File: src/rtl/scu_defs.svh
`ifndef SCU_DEFS_SVH
`define SCU_DEFS_SVH

// Register window on the CPU address, chip select 2
`define SCU_REG_BASE 25'h1FE0000
`define SCU_REG_LAST 25'h1FE00CF

// Byte offsets of the kept registers
`define OFS_T0C  8'h90
`define OFS_T1S  8'h94
`define OFS_T1MD 8'h98
`define OFS_IMS  8'hA0
`define OFS_IST  8'hA4

// Timer field widths
`define T0C_W 10
`define T1S_W 9

// Vector bytes returned on a vector fetch
`define VEC_VBIN  8'h40
`define VEC_VBOUT 8'h41
`define VEC_HBIN  8'h42
`define VEC_TM0   8'h43
`define VEC_TM1   8'h44
`define VEC_SCSP  8'h46
`define VEC_SM    8'h47
`define VEC_VDP1  8'h4D

`endif
File: src/rtl/scuIntPkg.sv
package scuIntPkg;

	// IST bit layout, reserved bits stay zero
	typedef struct packed {
		logic [1:0] rsvHigh;
		logic       vdp1;
		logic [4:0] rsvMid;
		logic       sm;
		logic       scsp;
		logic       rsvLow;
		logic       tm1;
		logic       tm0;
		logic       hbIn;
		logic       vbOut;
		logic       vbIn;
	} intFlagsT;

	// Same 16 bits seen by name or as the IST word
	typedef union packed {
		intFlagsT    named;
		logic [15:0] raw;
	} intFlagsU;

	typedef logic [3:0] irqLevelT;
	typedef logic [7:0] vectorT;

	// One-cycle request pulses from the edge detector
	typedef struct packed {
		logic vbIn;
		logic vbOut;
		logic hbIn;
		logic scsp;
		logic vdp1;
		logic sm;
	} edgeEventsT;

endpackage

File: src/rtl/scuRegPkg.sv
`include "scu_defs.svh"

package scuRegPkg;

	// Timer 0 compare value, in lines
	typedef logic [`T0C_W-1:0] t0cT;

	// Timer 1 reload, scaled by four plus three on load
	typedef logic [`T1S_W-1:0] t1sT;

	// Timer 1 mode, bit 8 and bit 0 of the written word
	typedef struct packed {
		logic md;
		logic enb;
	} t1mdT;

	// Interrupt mask, a set bit masks the source
	typedef logic [15:0] imsT;

	// Word offset inside the register window
	typedef logic [5:0] regOfsT;

endpackage

File: src/rtl/scuIntUnit.sv
`timescale 1ns/1ps

module scuIntUnit
	import scuRegPkg::*;
	import scuIntPkg::*;
(
	input  logic        CLK,
	input  logic        RST_N,
	input  logic        resN,
	input  logic [24:0] cpuAddr,
	input  logic [31:0] cpuWriteData,
	output logic [31:0] cpuReadData,
	input  logic        regCsN,
	input  logic [3:0]  byteEnN,
	input  logic        readN,
	input  logic        vecFetchN,
	output logic [3:0]  irqLevelN,
	input  logic        vblankN,
	input  logic        hblankN,
	input  logic        soundIrqN,
	input  logic        spriteIrqN,
	input  logic        smpcIrqN
);
	logic       regWrite;
	logic       regRead;
	logic       vecFetch;
	regOfsT     regOfs;
	logic [31:0] regReadWord;
	vectorT     vector;
	edgeEventsT edgeEvents;
	t0cT        t0c;
	t1sT        t1s;
	t1mdT       t1md;
	imsT        ims;
	logic       tm0Hit;
	logic       tm1Hit;
	intFlagsU   flags;

	hostBusPort i_hostBusPort (.CLK, .RST_N, .resN, .cpuAddr, .cpuWriteData, .regCsN,
		.byteEnN, .readN, .vecFetchN, .regReadWord, .vector, .regWrite, .regRead,
		.vecFetch, .regOfs, .cpuReadData);

	irqEdgeSync i_irqEdgeSync (.CLK, .RST_N, .resN, .vblankN, .hblankN, .soundIrqN,
		.spriteIrqN, .smpcIrqN, .edgeEvents);

	scuRegisters i_scuRegisters (.CLK, .RST_N, .resN, .regWrite, .regRead, .regOfs,
		.byteEnN, .cpuWriteData, .flags, .t0c, .t1s, .t1md, .ims, .regReadWord);

	scuTimers i_scuTimers (.CLK, .RST_N, .resN, .edgeEvents, .t0c, .t1s, .t1md,
		.tm0Hit, .tm1Hit);

	intController i_intController (.CLK, .RST_N, .resN, .edgeEvents, .tm0Hit, .tm1Hit,
		.ims, .regWrite, .regOfs, .cpuWriteData, .vecFetch, .cpuAddr(cpuAddr[3:0]),
		.flags, .irqLevelN, .vector);

endmodule

File: src/rtl/intController.sv
`timescale 1ns/1ps
`include "scu_defs.svh"

module intController
	import scuRegPkg::*;
	import scuIntPkg::*;
(
	input  logic        CLK,
	input  logic        RST_N,
	input  logic        resN,
	input  edgeEventsT  edgeEvents,
	input  logic        tm0Hit,
	input  logic        tm1Hit,
	input  imsT         ims,
	input  logic        regWrite,
	input  regOfsT      regOfs,
	input  logic [31:0] cpuWriteData,
	input  logic        vecFetch,
	input  logic [3:0]  cpuAddr,
	output intFlagsU    flags,
	output logic [3:0]  irqLevelN,
	output vectorT      vector
);
	intFlagsU flagsNext;
	intFlagsU active;
	irqLevelT level;
	irqLevelT scanLevel;
	logic     istWrite;

	assign istWrite = regWrite && ({regOfs, 2'b00} == `OFS_IST);

	always_comb begin
		flagsNext = flags;
		// A zero data bit clears, reserved bits stay zero
		if (istWrite) flagsNext.raw = flags.raw & cpuWriteData[15:0];
		if (vecFetch) begin
			case (cpuAddr)
				4'hF: flagsNext.named.vbIn = 1'b0;
				4'hE: flagsNext.named.vbOut = 1'b0;
				4'hD: flagsNext.named.hbIn = 1'b0;
				4'hC: flagsNext.named.tm0 = 1'b0;
				4'hB: flagsNext.named.tm1 = 1'b0;
				4'h9: flagsNext.named.scsp = 1'b0;
				4'h8: flagsNext.named.sm = 1'b0;
				4'h2: flagsNext.named.vdp1 = 1'b0;
				default: ;
			endcase
		end
		// New events are never lost to a clear in the same cycle
		if (edgeEvents.vbIn) flagsNext.named.vbIn = 1'b1;
		if (edgeEvents.vbOut) flagsNext.named.vbOut = 1'b1;
		if (edgeEvents.hbIn) flagsNext.named.hbIn = 1'b1;
		if (tm0Hit) flagsNext.named.tm0 = 1'b1;
		if (tm1Hit) flagsNext.named.tm1 = 1'b1;
		if (edgeEvents.scsp) flagsNext.named.scsp = 1'b1;
		if (edgeEvents.sm) flagsNext.named.sm = 1'b1;
		if (edgeEvents.vdp1) flagsNext.named.vdp1 = 1'b1;
	end

	// Priority scan over the unmasked flags
	always_comb begin
		active.raw = flags.raw & ~ims;
		if (active.named.vbIn) scanLevel = 4'hF;
		else if (active.named.vbOut) scanLevel = 4'hE;
		else if (active.named.hbIn) scanLevel = 4'hD;
		else if (active.named.tm0) scanLevel = 4'hC;
		else if (active.named.tm1) scanLevel = 4'hB;
		else if (active.named.scsp) scanLevel = 4'h9;
		else if (active.named.sm) scanLevel = 4'h8;
		else if (active.named.vdp1) scanLevel = 4'h2;
		else scanLevel = 4'h0;
	end

	always_ff @(posedge CLK or negedge RST_N) begin
		if (!RST_N) begin
			flags <= '0;
			level <= '0;
		end else if (!resN) begin
			flags <= '0;
			level <= '0;
		end else begin
			flags <= flagsNext;
			// Level is held until acknowledged
			if (level == '0) level <= scanLevel;
			else if (vecFetch || istWrite) level <= '0;
		end
	end

	assign irqLevelN = ~level;

	always_comb begin
		case (cpuAddr)
			4'hF: vector = `VEC_VBIN;
			4'hE: vector = `VEC_VBOUT;
			4'hD: vector = `VEC_HBIN;
			4'hC: vector = `VEC_TM0;
			4'hB: vector = `VEC_TM1;
			4'h9: vector = `VEC_SCSP;
			4'h8: vector = `VEC_SM;
			4'h2: vector = `VEC_VDP1;
			default: vector = 8'h00;
		endcase
	end

endmodule

File: src/rtl/scuTimers.sv
`timescale 1ns/1ps
`include "scu_defs.svh"

module scuTimers
	import scuRegPkg::*;
	import scuIntPkg::*;
(
	input  logic       CLK,
	input  logic       RST_N,
	input  logic       resN,
	input  edgeEventsT edgeEvents,
	input  t0cT        t0c,
	input  t1sT        t1s,
	input  t1mdT       t1md,
	output logic       tm0Hit,
	output logic       tm1Hit
);
	t0cT               lineCnt;
	logic [`T1S_W+1:0] cycleCnt;
	logic              tm1Armed;
	logic              lineMatch;

	assign lineMatch = (lineCnt == t0c);

	always_ff @(posedge CLK or negedge RST_N) begin
		if (!RST_N) begin
			lineCnt <= '0;
			cycleCnt <= '0;
			tm1Armed <= 1'b0;
			tm0Hit <= 1'b0;
			tm1Hit <= 1'b0;
		end else if (!resN) begin
			lineCnt <= '0;
			cycleCnt <= '0;
			tm1Armed <= 1'b0;
			tm0Hit <= 1'b0;
			tm1Hit <= 1'b0;
		end else begin
			tm0Hit <= 1'b0;
			tm1Hit <= 1'b0;
			if (t1md.enb) begin
				if (cycleCnt != '0) begin
					cycleCnt <= cycleCnt - 1'b1;
				end else if (tm1Armed) begin
					tm1Hit <= 1'b1;
					tm1Armed <= 1'b0;
				end
				// New line reloads timer 1 and steps timer 0
				if (edgeEvents.hbIn) begin
					lineCnt <= lineCnt + 1'b1;
					cycleCnt <= {t1s, 2'b11};
					tm1Armed <= !t1md.md || lineMatch;
					tm0Hit <= lineMatch;
				end
				if (edgeEvents.vbOut) lineCnt <= '0;
			end
		end
	end

endmodule

File: src/rtl/scuRegisters.sv
`timescale 1ns/1ps
`include "scu_defs.svh"

module scuRegisters
	import scuRegPkg::*;
	import scuIntPkg::*;
(
	input  logic        CLK,
	input  logic        RST_N,
	input  logic        resN,
	input  logic        regWrite,
	input  logic        regRead,
	input  regOfsT      regOfs,
	input  logic [3:0]  byteEnN,
	input  logic [31:0] cpuWriteData,
	input  intFlagsU    flags,
	output t0cT         t0c,
	output t1sT         t1s,
	output t1mdT        t1md,
	output imsT         ims,
	output logic [31:0] regReadWord
);
	always_ff @(posedge CLK or negedge RST_N) begin
		if (!RST_N) begin
			t0c <= '0;
			t1s <= '0;
			t1md <= '0;
			ims <= '0;
		end else if (!resN) begin
			t0c <= '0;
			t1s <= '0;
			t1md <= '0;
			ims <= '0;
		end else if (regWrite) begin
			// Only the lanes that hold field bits matter
			case ({regOfs, 2'b00})
				`OFS_T0C: begin
					if (!byteEnN[0]) t0c[7:0] <= cpuWriteData[7:0];
					if (!byteEnN[1]) t0c[`T0C_W-1:8] <= cpuWriteData[`T0C_W-1:8];
				end
				`OFS_T1S: begin
					if (!byteEnN[0]) t1s[7:0] <= cpuWriteData[7:0];
					if (!byteEnN[1]) t1s[`T1S_W-1:8] <= cpuWriteData[`T1S_W-1:8];
				end
				`OFS_T1MD: begin
					if (!byteEnN[0]) t1md.enb <= cpuWriteData[0];
					if (!byteEnN[1]) t1md.md <= cpuWriteData[8];
				end
				`OFS_IMS: begin
					if (!byteEnN[0]) ims[7:0] <= cpuWriteData[7:0];
					if (!byteEnN[1]) ims[15:8] <= cpuWriteData[15:8];
				end
				default: ;
			endcase
		end
	end

	// Timer and mask registers are write-only and read as zero
	always_comb begin
		regReadWord = '0;
		if (regRead && ({regOfs, 2'b00} == `OFS_IST)) begin
			regReadWord = {16'h0000, flags.raw};
		end
	end

endmodule

File: src/rtl/irqEdgeSync.sv
`timescale 1ns/1ps

module irqEdgeSync
	import scuIntPkg::*;
(
	input  logic       CLK,
	input  logic       RST_N,
	input  logic       resN,
	input  logic       vblankN,
	input  logic       hblankN,
	input  logic       soundIrqN,
	input  logic       spriteIrqN,
	input  logic       smpcIrqN,
	output edgeEventsT edgeEvents
);
	// Previous levels, in the order vblank, hblank, sound, sprite, smpc
	logic [4:0] levelOld;

	always_ff @(posedge CLK or negedge RST_N) begin
		if (!RST_N) begin
			levelOld <= '1;
			edgeEvents <= '0;
		end else if (!resN) begin
			levelOld <= '1;
			edgeEvents <= '0;
		end else begin
			levelOld <= {vblankN, hblankN, soundIrqN, spriteIrqN, smpcIrqN};
			edgeEvents.vbIn <= levelOld[4] && !vblankN;
			// Blanking ends on the rising edge
			edgeEvents.vbOut <= !levelOld[4] && vblankN;
			edgeEvents.hbIn <= levelOld[3] && !hblankN;
			edgeEvents.scsp <= levelOld[2] && !soundIrqN;
			edgeEvents.vdp1 <= levelOld[1] && !spriteIrqN;
			edgeEvents.sm <= levelOld[0] && !smpcIrqN;
		end
	end

endmodule

File: src/rtl/hostBusPort.sv
`timescale 1ns/1ps
`include "scu_defs.svh"

module hostBusPort
	import scuRegPkg::*;
	import scuIntPkg::*;
(
	input  logic        CLK,
	input  logic        RST_N,
	input  logic        resN,
	input  logic [24:0] cpuAddr,
	input  logic [31:0] cpuWriteData,
	input  logic        regCsN,
	input  logic [3:0]  byteEnN,
	input  logic        readN,
	input  logic        vecFetchN,
	input  logic [31:0] regReadWord,
	input  vectorT      vector,
	output logic        regWrite,
	output logic        regRead,
	output logic        vecFetch,
	output regOfsT      regOfs,
	output logic [31:0] cpuReadData
);
	logic byteEnIdle;
	logic readNOld;
	logic regSel;
	logic writeEdge;
	logic readEdge;

	assign regSel = !regCsN && (cpuAddr >= `SCU_REG_BASE) && (cpuAddr <= `SCU_REG_LAST);
	// Lanes leave all-ones, or read strobe drops
	assign writeEdge = byteEnIdle && !(&byteEnN);
	assign readEdge = readNOld && !readN;
	assign regOfs = cpuAddr[7:2];

	always_ff @(posedge CLK or negedge RST_N) begin
		if (!RST_N) begin
			byteEnIdle <= 1'b1;
			readNOld <= 1'b1;
			regWrite <= 1'b0;
			regRead <= 1'b0;
			vecFetch <= 1'b0;
		end else if (!resN) begin
			byteEnIdle <= 1'b1;
			readNOld <= 1'b1;
			regWrite <= 1'b0;
			regRead <= 1'b0;
			vecFetch <= 1'b0;
		end else begin
			byteEnIdle <= &byteEnN;
			readNOld <= readN;
			regWrite <= regSel && writeEdge;
			regRead <= regSel && readEdge;
			vecFetch <= !vecFetchN && readEdge;
		end
	end

	// Vector fetch wins over a register read
	always_ff @(posedge CLK or negedge RST_N) begin
		if (!RST_N) begin
			cpuReadData <= '0;
		end else if (!resN) begin
			cpuReadData <= '0;
		end else if (vecFetch) begin
			cpuReadData <= {24'h000000, vector};
		end else if (regRead) begin
			cpuReadData <= regReadWord;
		end
	end

endmodule

File: config.mk
export PLATFORM = sky130hd
export DESIGN_NAME = scuIntUnit
export DESIGN_NICKNAME = d
export VERILOG_FILES = /design/src/rtl/scuIntPkg.sv /design/src/rtl/scuRegPkg.sv /design/src/rtl/scuIntUnit.sv /design/src/rtl/intController.sv /design/src/rtl/scuTimers.sv /design/src/rtl/scuRegisters.sv /design/src/rtl/irqEdgeSync.sv /design/src/rtl/hostBusPort.sv
export VERILOG_INCLUDE_DIRS = /design/src /design/src/rtl
export SDC_FILE = /design/constraint.sdc
export NUM_CORES = 1
export LEC_CHECK = 0
export BUFFER_PORTS_ARGS = -buffer_cell sky130_fd_sc_hd__buf_2
export CORE_MARGIN = 2
export CORE_UTILIZATION = 52
export DETAILED_ROUTE_END_ITERATION = 12
export HOLD_SLACK_MARGIN = 0.06
export PLACE_DENSITY = 0.77
export SKIP_LAST_GASP = 1
export SLEW_MARGIN = 10
export SYNTH_ARGS = -nofsm -noshare
export SYNTH_HDL_FRONTEND = slang
export SYNTH_HIERARCHICAL = 1
export SYNTH_SLANG_ARGS = --single-unit
File: constraint.sdc
create_clock -name CLK -period 1.6 [get_ports CLK]
set_input_delay 0.16 -clock CLK [delete_from_list [all_inputs] [get_ports CLK]]
set_output_delay 0.16 -clock CLK [all_outputs]
set_load 0.1 [all_outputs]
### Yosys cells after proc, flatten, opt, wreduce, memory -nomap -nowiden

Memory sizes are Yosys's and may differ from the RTL's.
Cells that the tools add are included.

| operators by class | value |
|---|---|
| add/subtract/negate cells | 2 |
| $mul | 0 |
| div/mod/pow operators | 0 |
| order comparisons | 2 |
| equality and inequality tests | 28 |
| shift-type cells | 0 |
| mux-type cells | 79 |
| bitwise logic cells | 4 |
| reduce and logical (&&, ||, !) cells | 42 |

Operator list:

| cell | count |
|---|---|
| $mux W32 | 3 |
| $mux W10 | 7 |
| $mux W16 | 3 |
| $mux W11 | 4 |
| $mux W14 | 3 |
| $mux W4 | 10 |
| $mux W1 | 35 |
| $eq A6 B6 Y1 const B | 5 |
| $eq A4 B4 Y1 const B | 7 |
| $mux W9 | 3 |
| $ge A25 B25 Y1 const B | 1 |
| $le A25 B25 Y1 const B | 1 |
| $reduce_and A3 Y1 | 8 |
| $and A16 B16 Y16 | 1 |
| $logic_and A1 B1 Y1 | 15 |
| $and A14 B14 Y14 | 1 |
| $ne A2 B1 Y1 const B | 7 |
| $not A14 Y14 | 1 |
| $mux W2 | 6 |
| $mux W6 | 2 |
| $ne A3 B1 Y1 const B | 4 |
| $logic_not A1 Y1 | 11 |
| $reduce_bool A11 Y1 | 1 |
| $sub A11 B1 Y11 const B | 1 |
| 12 further kinds | 17 |

| storage, ports and cells | value |
|---|---|
| register bits after elaboration | 127 |
| latch bits | 0 |
| RAM bits | 0 |
| bits in read-only memories | 80 |
| output and inout bits | 36 |
| logic and storage cells | 187 |
| memories | 1 |

Memories:

| name | depth | width | read ports | clocked after memory_dff | wr ports | line | text |
|---|---|---|---|---|---|---|---|
| (no name shown) | 16 | 5 | 1 | 0 | 0 | intController.sv:92 | `case (cpuAddr)` |

### Longest topological paths before layout

| depth | value |
|---|---|
| depth after elaboration | 12 |
| mapped depth | 8 |
| gate-level depth less buffers | 6 |

### Hierarchy

The synthesis kept the hierarchy.

By module, submodules not included:

| module | times used | cells an instance | area each (um^2) | sequential area each (um^2) |
|---|---|---|---|---|
| scuRegisters | 1 | 183 | 1921.8 | 925.9 |
| hostBusPort | 1 | 150 | 1662.8 | 928.4 |
| scuTimers | 1 | 181 | 1547.7 | 600.6 |
| intController | 1 | 105 | 1098.6 | 500.5 |
| irqEdgeSync | 1 | 23 | 376.6 | 281.5 |

### Worst setup path before layout

Ideal clock, no wire load.

| timing | value |
|---|---|
| kind | register to register |
| start | register i_scuTimers.cycleCnt[6] |
| end | register i_scuTimers.cycleCnt[2] |
| setup time | 0.139 ns |
| arrival time | 1.511 ns |
| data required time | 1.461 ns |
| slack | -0.050 ns |
| stages on the path, launching flop included | 6 |
| cell sequence | dfrtp_1 -> clkbuf_1 -> nor4_1 -> nand3_1 -> o311ai_2 -> o21ai_0 |

| between the ends | value |
|---|---|
| longest elaborated chain between the ends | 3 |

Ends and longest elaborated chain:

| element | line | text |
|---|---|---|
| from (decl) | scuTimers.sv:19 | `` logic [`T1S_W+1:0] cycleCnt; `` |
| from (signal assigned) | scuTimers.sv:43 | `cycleCnt <= cycleCnt - 1'b1;` |
| from (signal assigned) | scuTimers.sv:51 | `cycleCnt <= {t1s, 2'b11};` |
| $reduce_bool A11 Y1 | scuTimers.sv:42 | `if (cycleCnt != '0) begin` |
| $ne A3 B1 Y1 (no source line) | n/a |  |
| $reduce_and A2 Y1 (no source line) | n/a |  |

No other way between the ends.
A chain may end at the register's enable or synchronous reset.

### Final worst setup path

| timing | value |
|---|---|
| start | register i_hostBusPort.regWrite |
| end | register i_intController/flags[13] in the netlist's numbering |

| between the ends | value |
|---|---|
| longest elaborated chain between the ends | 6 |

Ends and longest elaborated chain:

| element | line | text |
|---|---|---|
| from (decl) | hostBusPort.sv:19 | `output logic regWrite,` |
| from (signal assigned) | hostBusPort.sv:53 | `regWrite <= regSel && writeEdge;` |
| $logic_and A1 B1 Y1 * | intController.sv:30 | `` assign istWrite = regWrite && ({regOfs, 2'b00} == `OFS_IST); `` |
| $mux W16 * | intController.sv:35 | `if (istWrite) flagsNext.raw = flags.raw & cpuWriteData[15:0];` |
| $mux W1 | intController.sv:37 | `case (cpuAddr)` |
| $mux W1 * | intController.sv:36 | `if (vecFetch) begin` |
| $mux W1 * | intController.sv:57 | `if (edgeEvents.vdp1) flagsNext.named.vdp1 = 1'b1;` |
| $mux W16 * | intController.sv:78 | `end else if (!resN) begin` |
| to (signal assigned) | intController.sv:82 | `flags <= flagsNext;` |
| to (decl) | intController.sv:20 | `output intFlagsU flags,` |

Every way passes the cells marked *; elsewhere a longest branch is shown, timed or not. The select of a mux whose other input is x is not followed.

==> impl_metrics.env <==
export IMPL_fin_skew_ns=0.00489
export IMPL_p_leak_nw=3.96
export IMPL_period_needed_ns=1.72
export IMPL_yosysWarningCount=6
export IMPL_regToRegEndpoint="i_intController/flags[13]$_DFF_PN0_"
export IMPL_reg2reg_depth=6
export IMPL_internal_power_w=0.00625
export IMPL_path_clk_slew_ns=0.06
export IMPL_p_clk_share_pct=43.0
export IMPL_critPathRequiredTime_ns=1.89
export IMPL_fin_nets=853
export IMPL_hold_viol=0
export IMPL_start_kind="register"
export IMPL_setup_viol=26
export IMPL_p_switching_w=0.00262
export IMPL_setup_worst_path_end_class="register"
export IMPL_status="complete, but fails checks"
export IMPL_worst_hold_slack_ns=0.0787
export IMPL_cap_violations=0
export IMPL_first_global_vias=5339
export IMPL_num_rows=40
export IMPL_cts_max_path_buffers=2
export IMPL_core_area_mm2=0.0119
export IMPL_clkLatencyLatePin_ns=0.41
export IMPL_track_usage_pct=26.2
export IMPL_first_pass_iters=5
export IMPL_die_height_um=114
export IMPL_setup_tns_final_ns=-1.48
export IMPL_num_vias=5290
export IMPL_io_buffers=91
export IMPL_place_congestion=0.873
export IMPL_cts_max_level=4
export IMPL_timing_rr_start="i_hostBusPort/regWrite$_DFF_PN0_"
export IMPL_viasPerCell=5.63
export IMPL_syn2layout_area_growth_pct=32.1
export IMPL_root_buffer="clkbuf_16"
export IMPL_crit_path_end="i_intController/flags[13]$_DFF_PN0_"
export IMPL_relSlewSlack_pct=67.3
export IMPL_cp_slowest_cell="or4b_4"
export IMPL_route_detailed_drc=0
export IMPL_antennaDiodeCount=0
export IMPL_start_util_pct=52.7
export IMPL_cts_buffers=17
export IMPL_r2r_slack_ns=-0.12
export IMPL_post_place_ws_ns=-0.126
export IMPL_die_w_um=114
export IMPL_peakVddDrop_mv=0.659
export IMPL_drtIter0Drc=362
export IMPL_worst_pin_slew_ns=0.484
export IMPL_startpoint="i_hostBusPort/regWrite$_DFF_PN0_"
export IMPL_critPathMaxFanout=7
export IMPL_drive_gt1_share_pct=33.0
export IMPL_dpl_hpwl_um=10800
export IMPL_grt_max_degree=42
export IMPL_violations="setup timing"
export IMPL_ant_nets=0
export IMPL_wl_um=16600
export IMPL_synth_avg_cell_area_um2=10.2
export IMPL_maxSlewViolCount=0
export IMPL_comb_power_share_pct=20.3
export IMPL_p_seq_share_pct=36.7
export IMPL_io_pins=108
export IMPL_cts_tree="yes"
export IMPL_setup_ws_ns=-0.123
export IMPL_finalCritPeriodShare_pct=108
export IMPL_p_per_area_mw_per_mm2=1070
export IMPL_dieArea_mm2=0.0130
export IMPL_fmax_mhz=581
export IMPL_rsz0062_at_grt="true"
export IMPL_gr_total_overflow=0
export IMPL_grt_first_pass_wirelength_um=26700
export IMPL_grt_antenna_before_repair=0
export IMPL_syn_area_mm2=0.00628
export IMPL_arrival_ns=2.01
export IMPL_dp_cells=868
export IMPL_crit_type="register to register"
export IMPL_avgRoutedWirePerCell_um=17.7
export IMPL_cts_num_sinks=121
export IMPL_critPathMaxStageDelay_ns=0.54
export IMPL_hold_class="input port to register"
export IMPL_switching_share_pct=29.5
export IMPL_cp_cell_sequence="nand4b_1 > or4b_4 > buf_6 > buf_12 > o31ai_4 > nor2_1"
export IMPL_synth_cells=613
export IMPL_fin_cells=939
[per-stage QoR]
step,power [W],area (um2),util (%)
finish,0.00886,8290,69.6
detailed placement,0.00472,7130,59.9
global placement,0.00466,7130,59.9
floorplan,0.00420,6350,-
global route,0.00918,8290,69.6
CTS,0.00863,8030,67.4
[worst max-delay path: cells and delay by family (launching register included)]
family                 cells  cell delay, ns
AO/OA/AOI/OAI              1            0.19
AND/OR/NAND/NOR            3            0.75
flip-flops                 1            0.36
buffers and inverters      2            0.30
[power groups by stage]
stage,clock network [W],logic [W],registers (W)
finish,0.00381,0.00180,0.00325
global route,0.00401,0.00192,0.00326
CTS,0.00386,0.00152,0.00324
detailed placement,0,0.00142,0.00330
global placement,0,0.00137,0.00329
floorplan,0,0.000896,0.00331
[registers in the layout, indices dropped and copies added, names as in the netlist, 2 cells and up]
signal and flops:
i_irqEdgeSync/edgeEvents 6, i_intController/level 4, i_intController/flags 16, i_scuTimers/cycleCnt 11, i_scuRegisters/t0c 10, i_scuRegisters/t1md 2, i_scuRegisters/t1s 9, i_hostBusPort/cpuReadData 32
i_scuTimers/lineCnt 10, i_scuRegisters/ims 8, i_irqEdgeSync/levelOld 5
[per-layer routing]
metal | track usage, % | routed length, um | vias to the layer above
li1 | - | - | 2466
met1 | 32.1 | 6760 | 2591
met2 | 45.5 | 8650 | 196
met3 | 5.95 | 779 | 37
met4 | 9.43 | 444 | 0
met5 | 0 | 0 | -
[placed cells by master, fill, tap and decap left out, drive strengths merged, types with 3 or more instances in the layout]
master and instances:
nor2b 9, clkinvlp 4, or3 4, conb 19, nor3 8, xnor2 7, o31ai 3, nand3b 6
inv 19, mux2i 58, o21ai 31, o311ai 5, o21a 7, dfrtp 114, a21oi 16, a31oi 4
dlygate4sd3 23, nor2 41, buf 166, o41ai 3, o221a 6, or4b 5, dfstp 7, nand2 67
clkbuf 17, or4 7, o211a 8, clkinv 4, and2 25, nand2b 23, nand3 11, and3b 7
xor2 8, nor4 9, nand4 3
[timing repair]
action | in CTS | in global routing
gates resized for setup | 13 | 43
buffers inserted | 4 | 10
hold endpoints to repair | 119 | 1
gates cloned | 0 | 2
pin swaps | 3 | 18
setup endpoints to repair | 28 | 34
hold buffers | 22 | 1
[area by class of cell]
type / instances / area, um2
Clock buffer: 17 / 425
Fill cell: 814 / 3620
Tap cell: 147 / 184
Sequential cell: 121 / 3040
Clock inverter: 15 / 168
Multi-Input combinational cell: 436 / 3090
Timing Repair Buffer: 189 / 1330
Inverter: 14 / 52.6
[worst min-delay path by stage]
| stage | from | end | cells after the start |
|---|---|---|---|
| floorplan | RST_N | i_hostBusPort/cpuReadData[0]$_DFFE_PN0P_ | 0 |
| global route | byteEnN[0] | i_scuRegisters/t1md[0]$_DFFE_PN0P_ | 2 |
| CTS | byteEnN[0] | i_scuRegisters/t1md[0]$_DFFE_PN0P_ | 2 |
| detailed placement | RST_N | i_hostBusPort/cpuReadData[31]$_DFFE_PN0P_ | 1 |
| finish | byteEnN[0] | i_scuRegisters/t1md[0]$_DFFE_PN0P_ | 2 |
| global placement | RST_N | i_hostBusPort/cpuReadData[19]$_DFFE_PN0P_ | 1 |
Power figures use the tool's default switching activity.
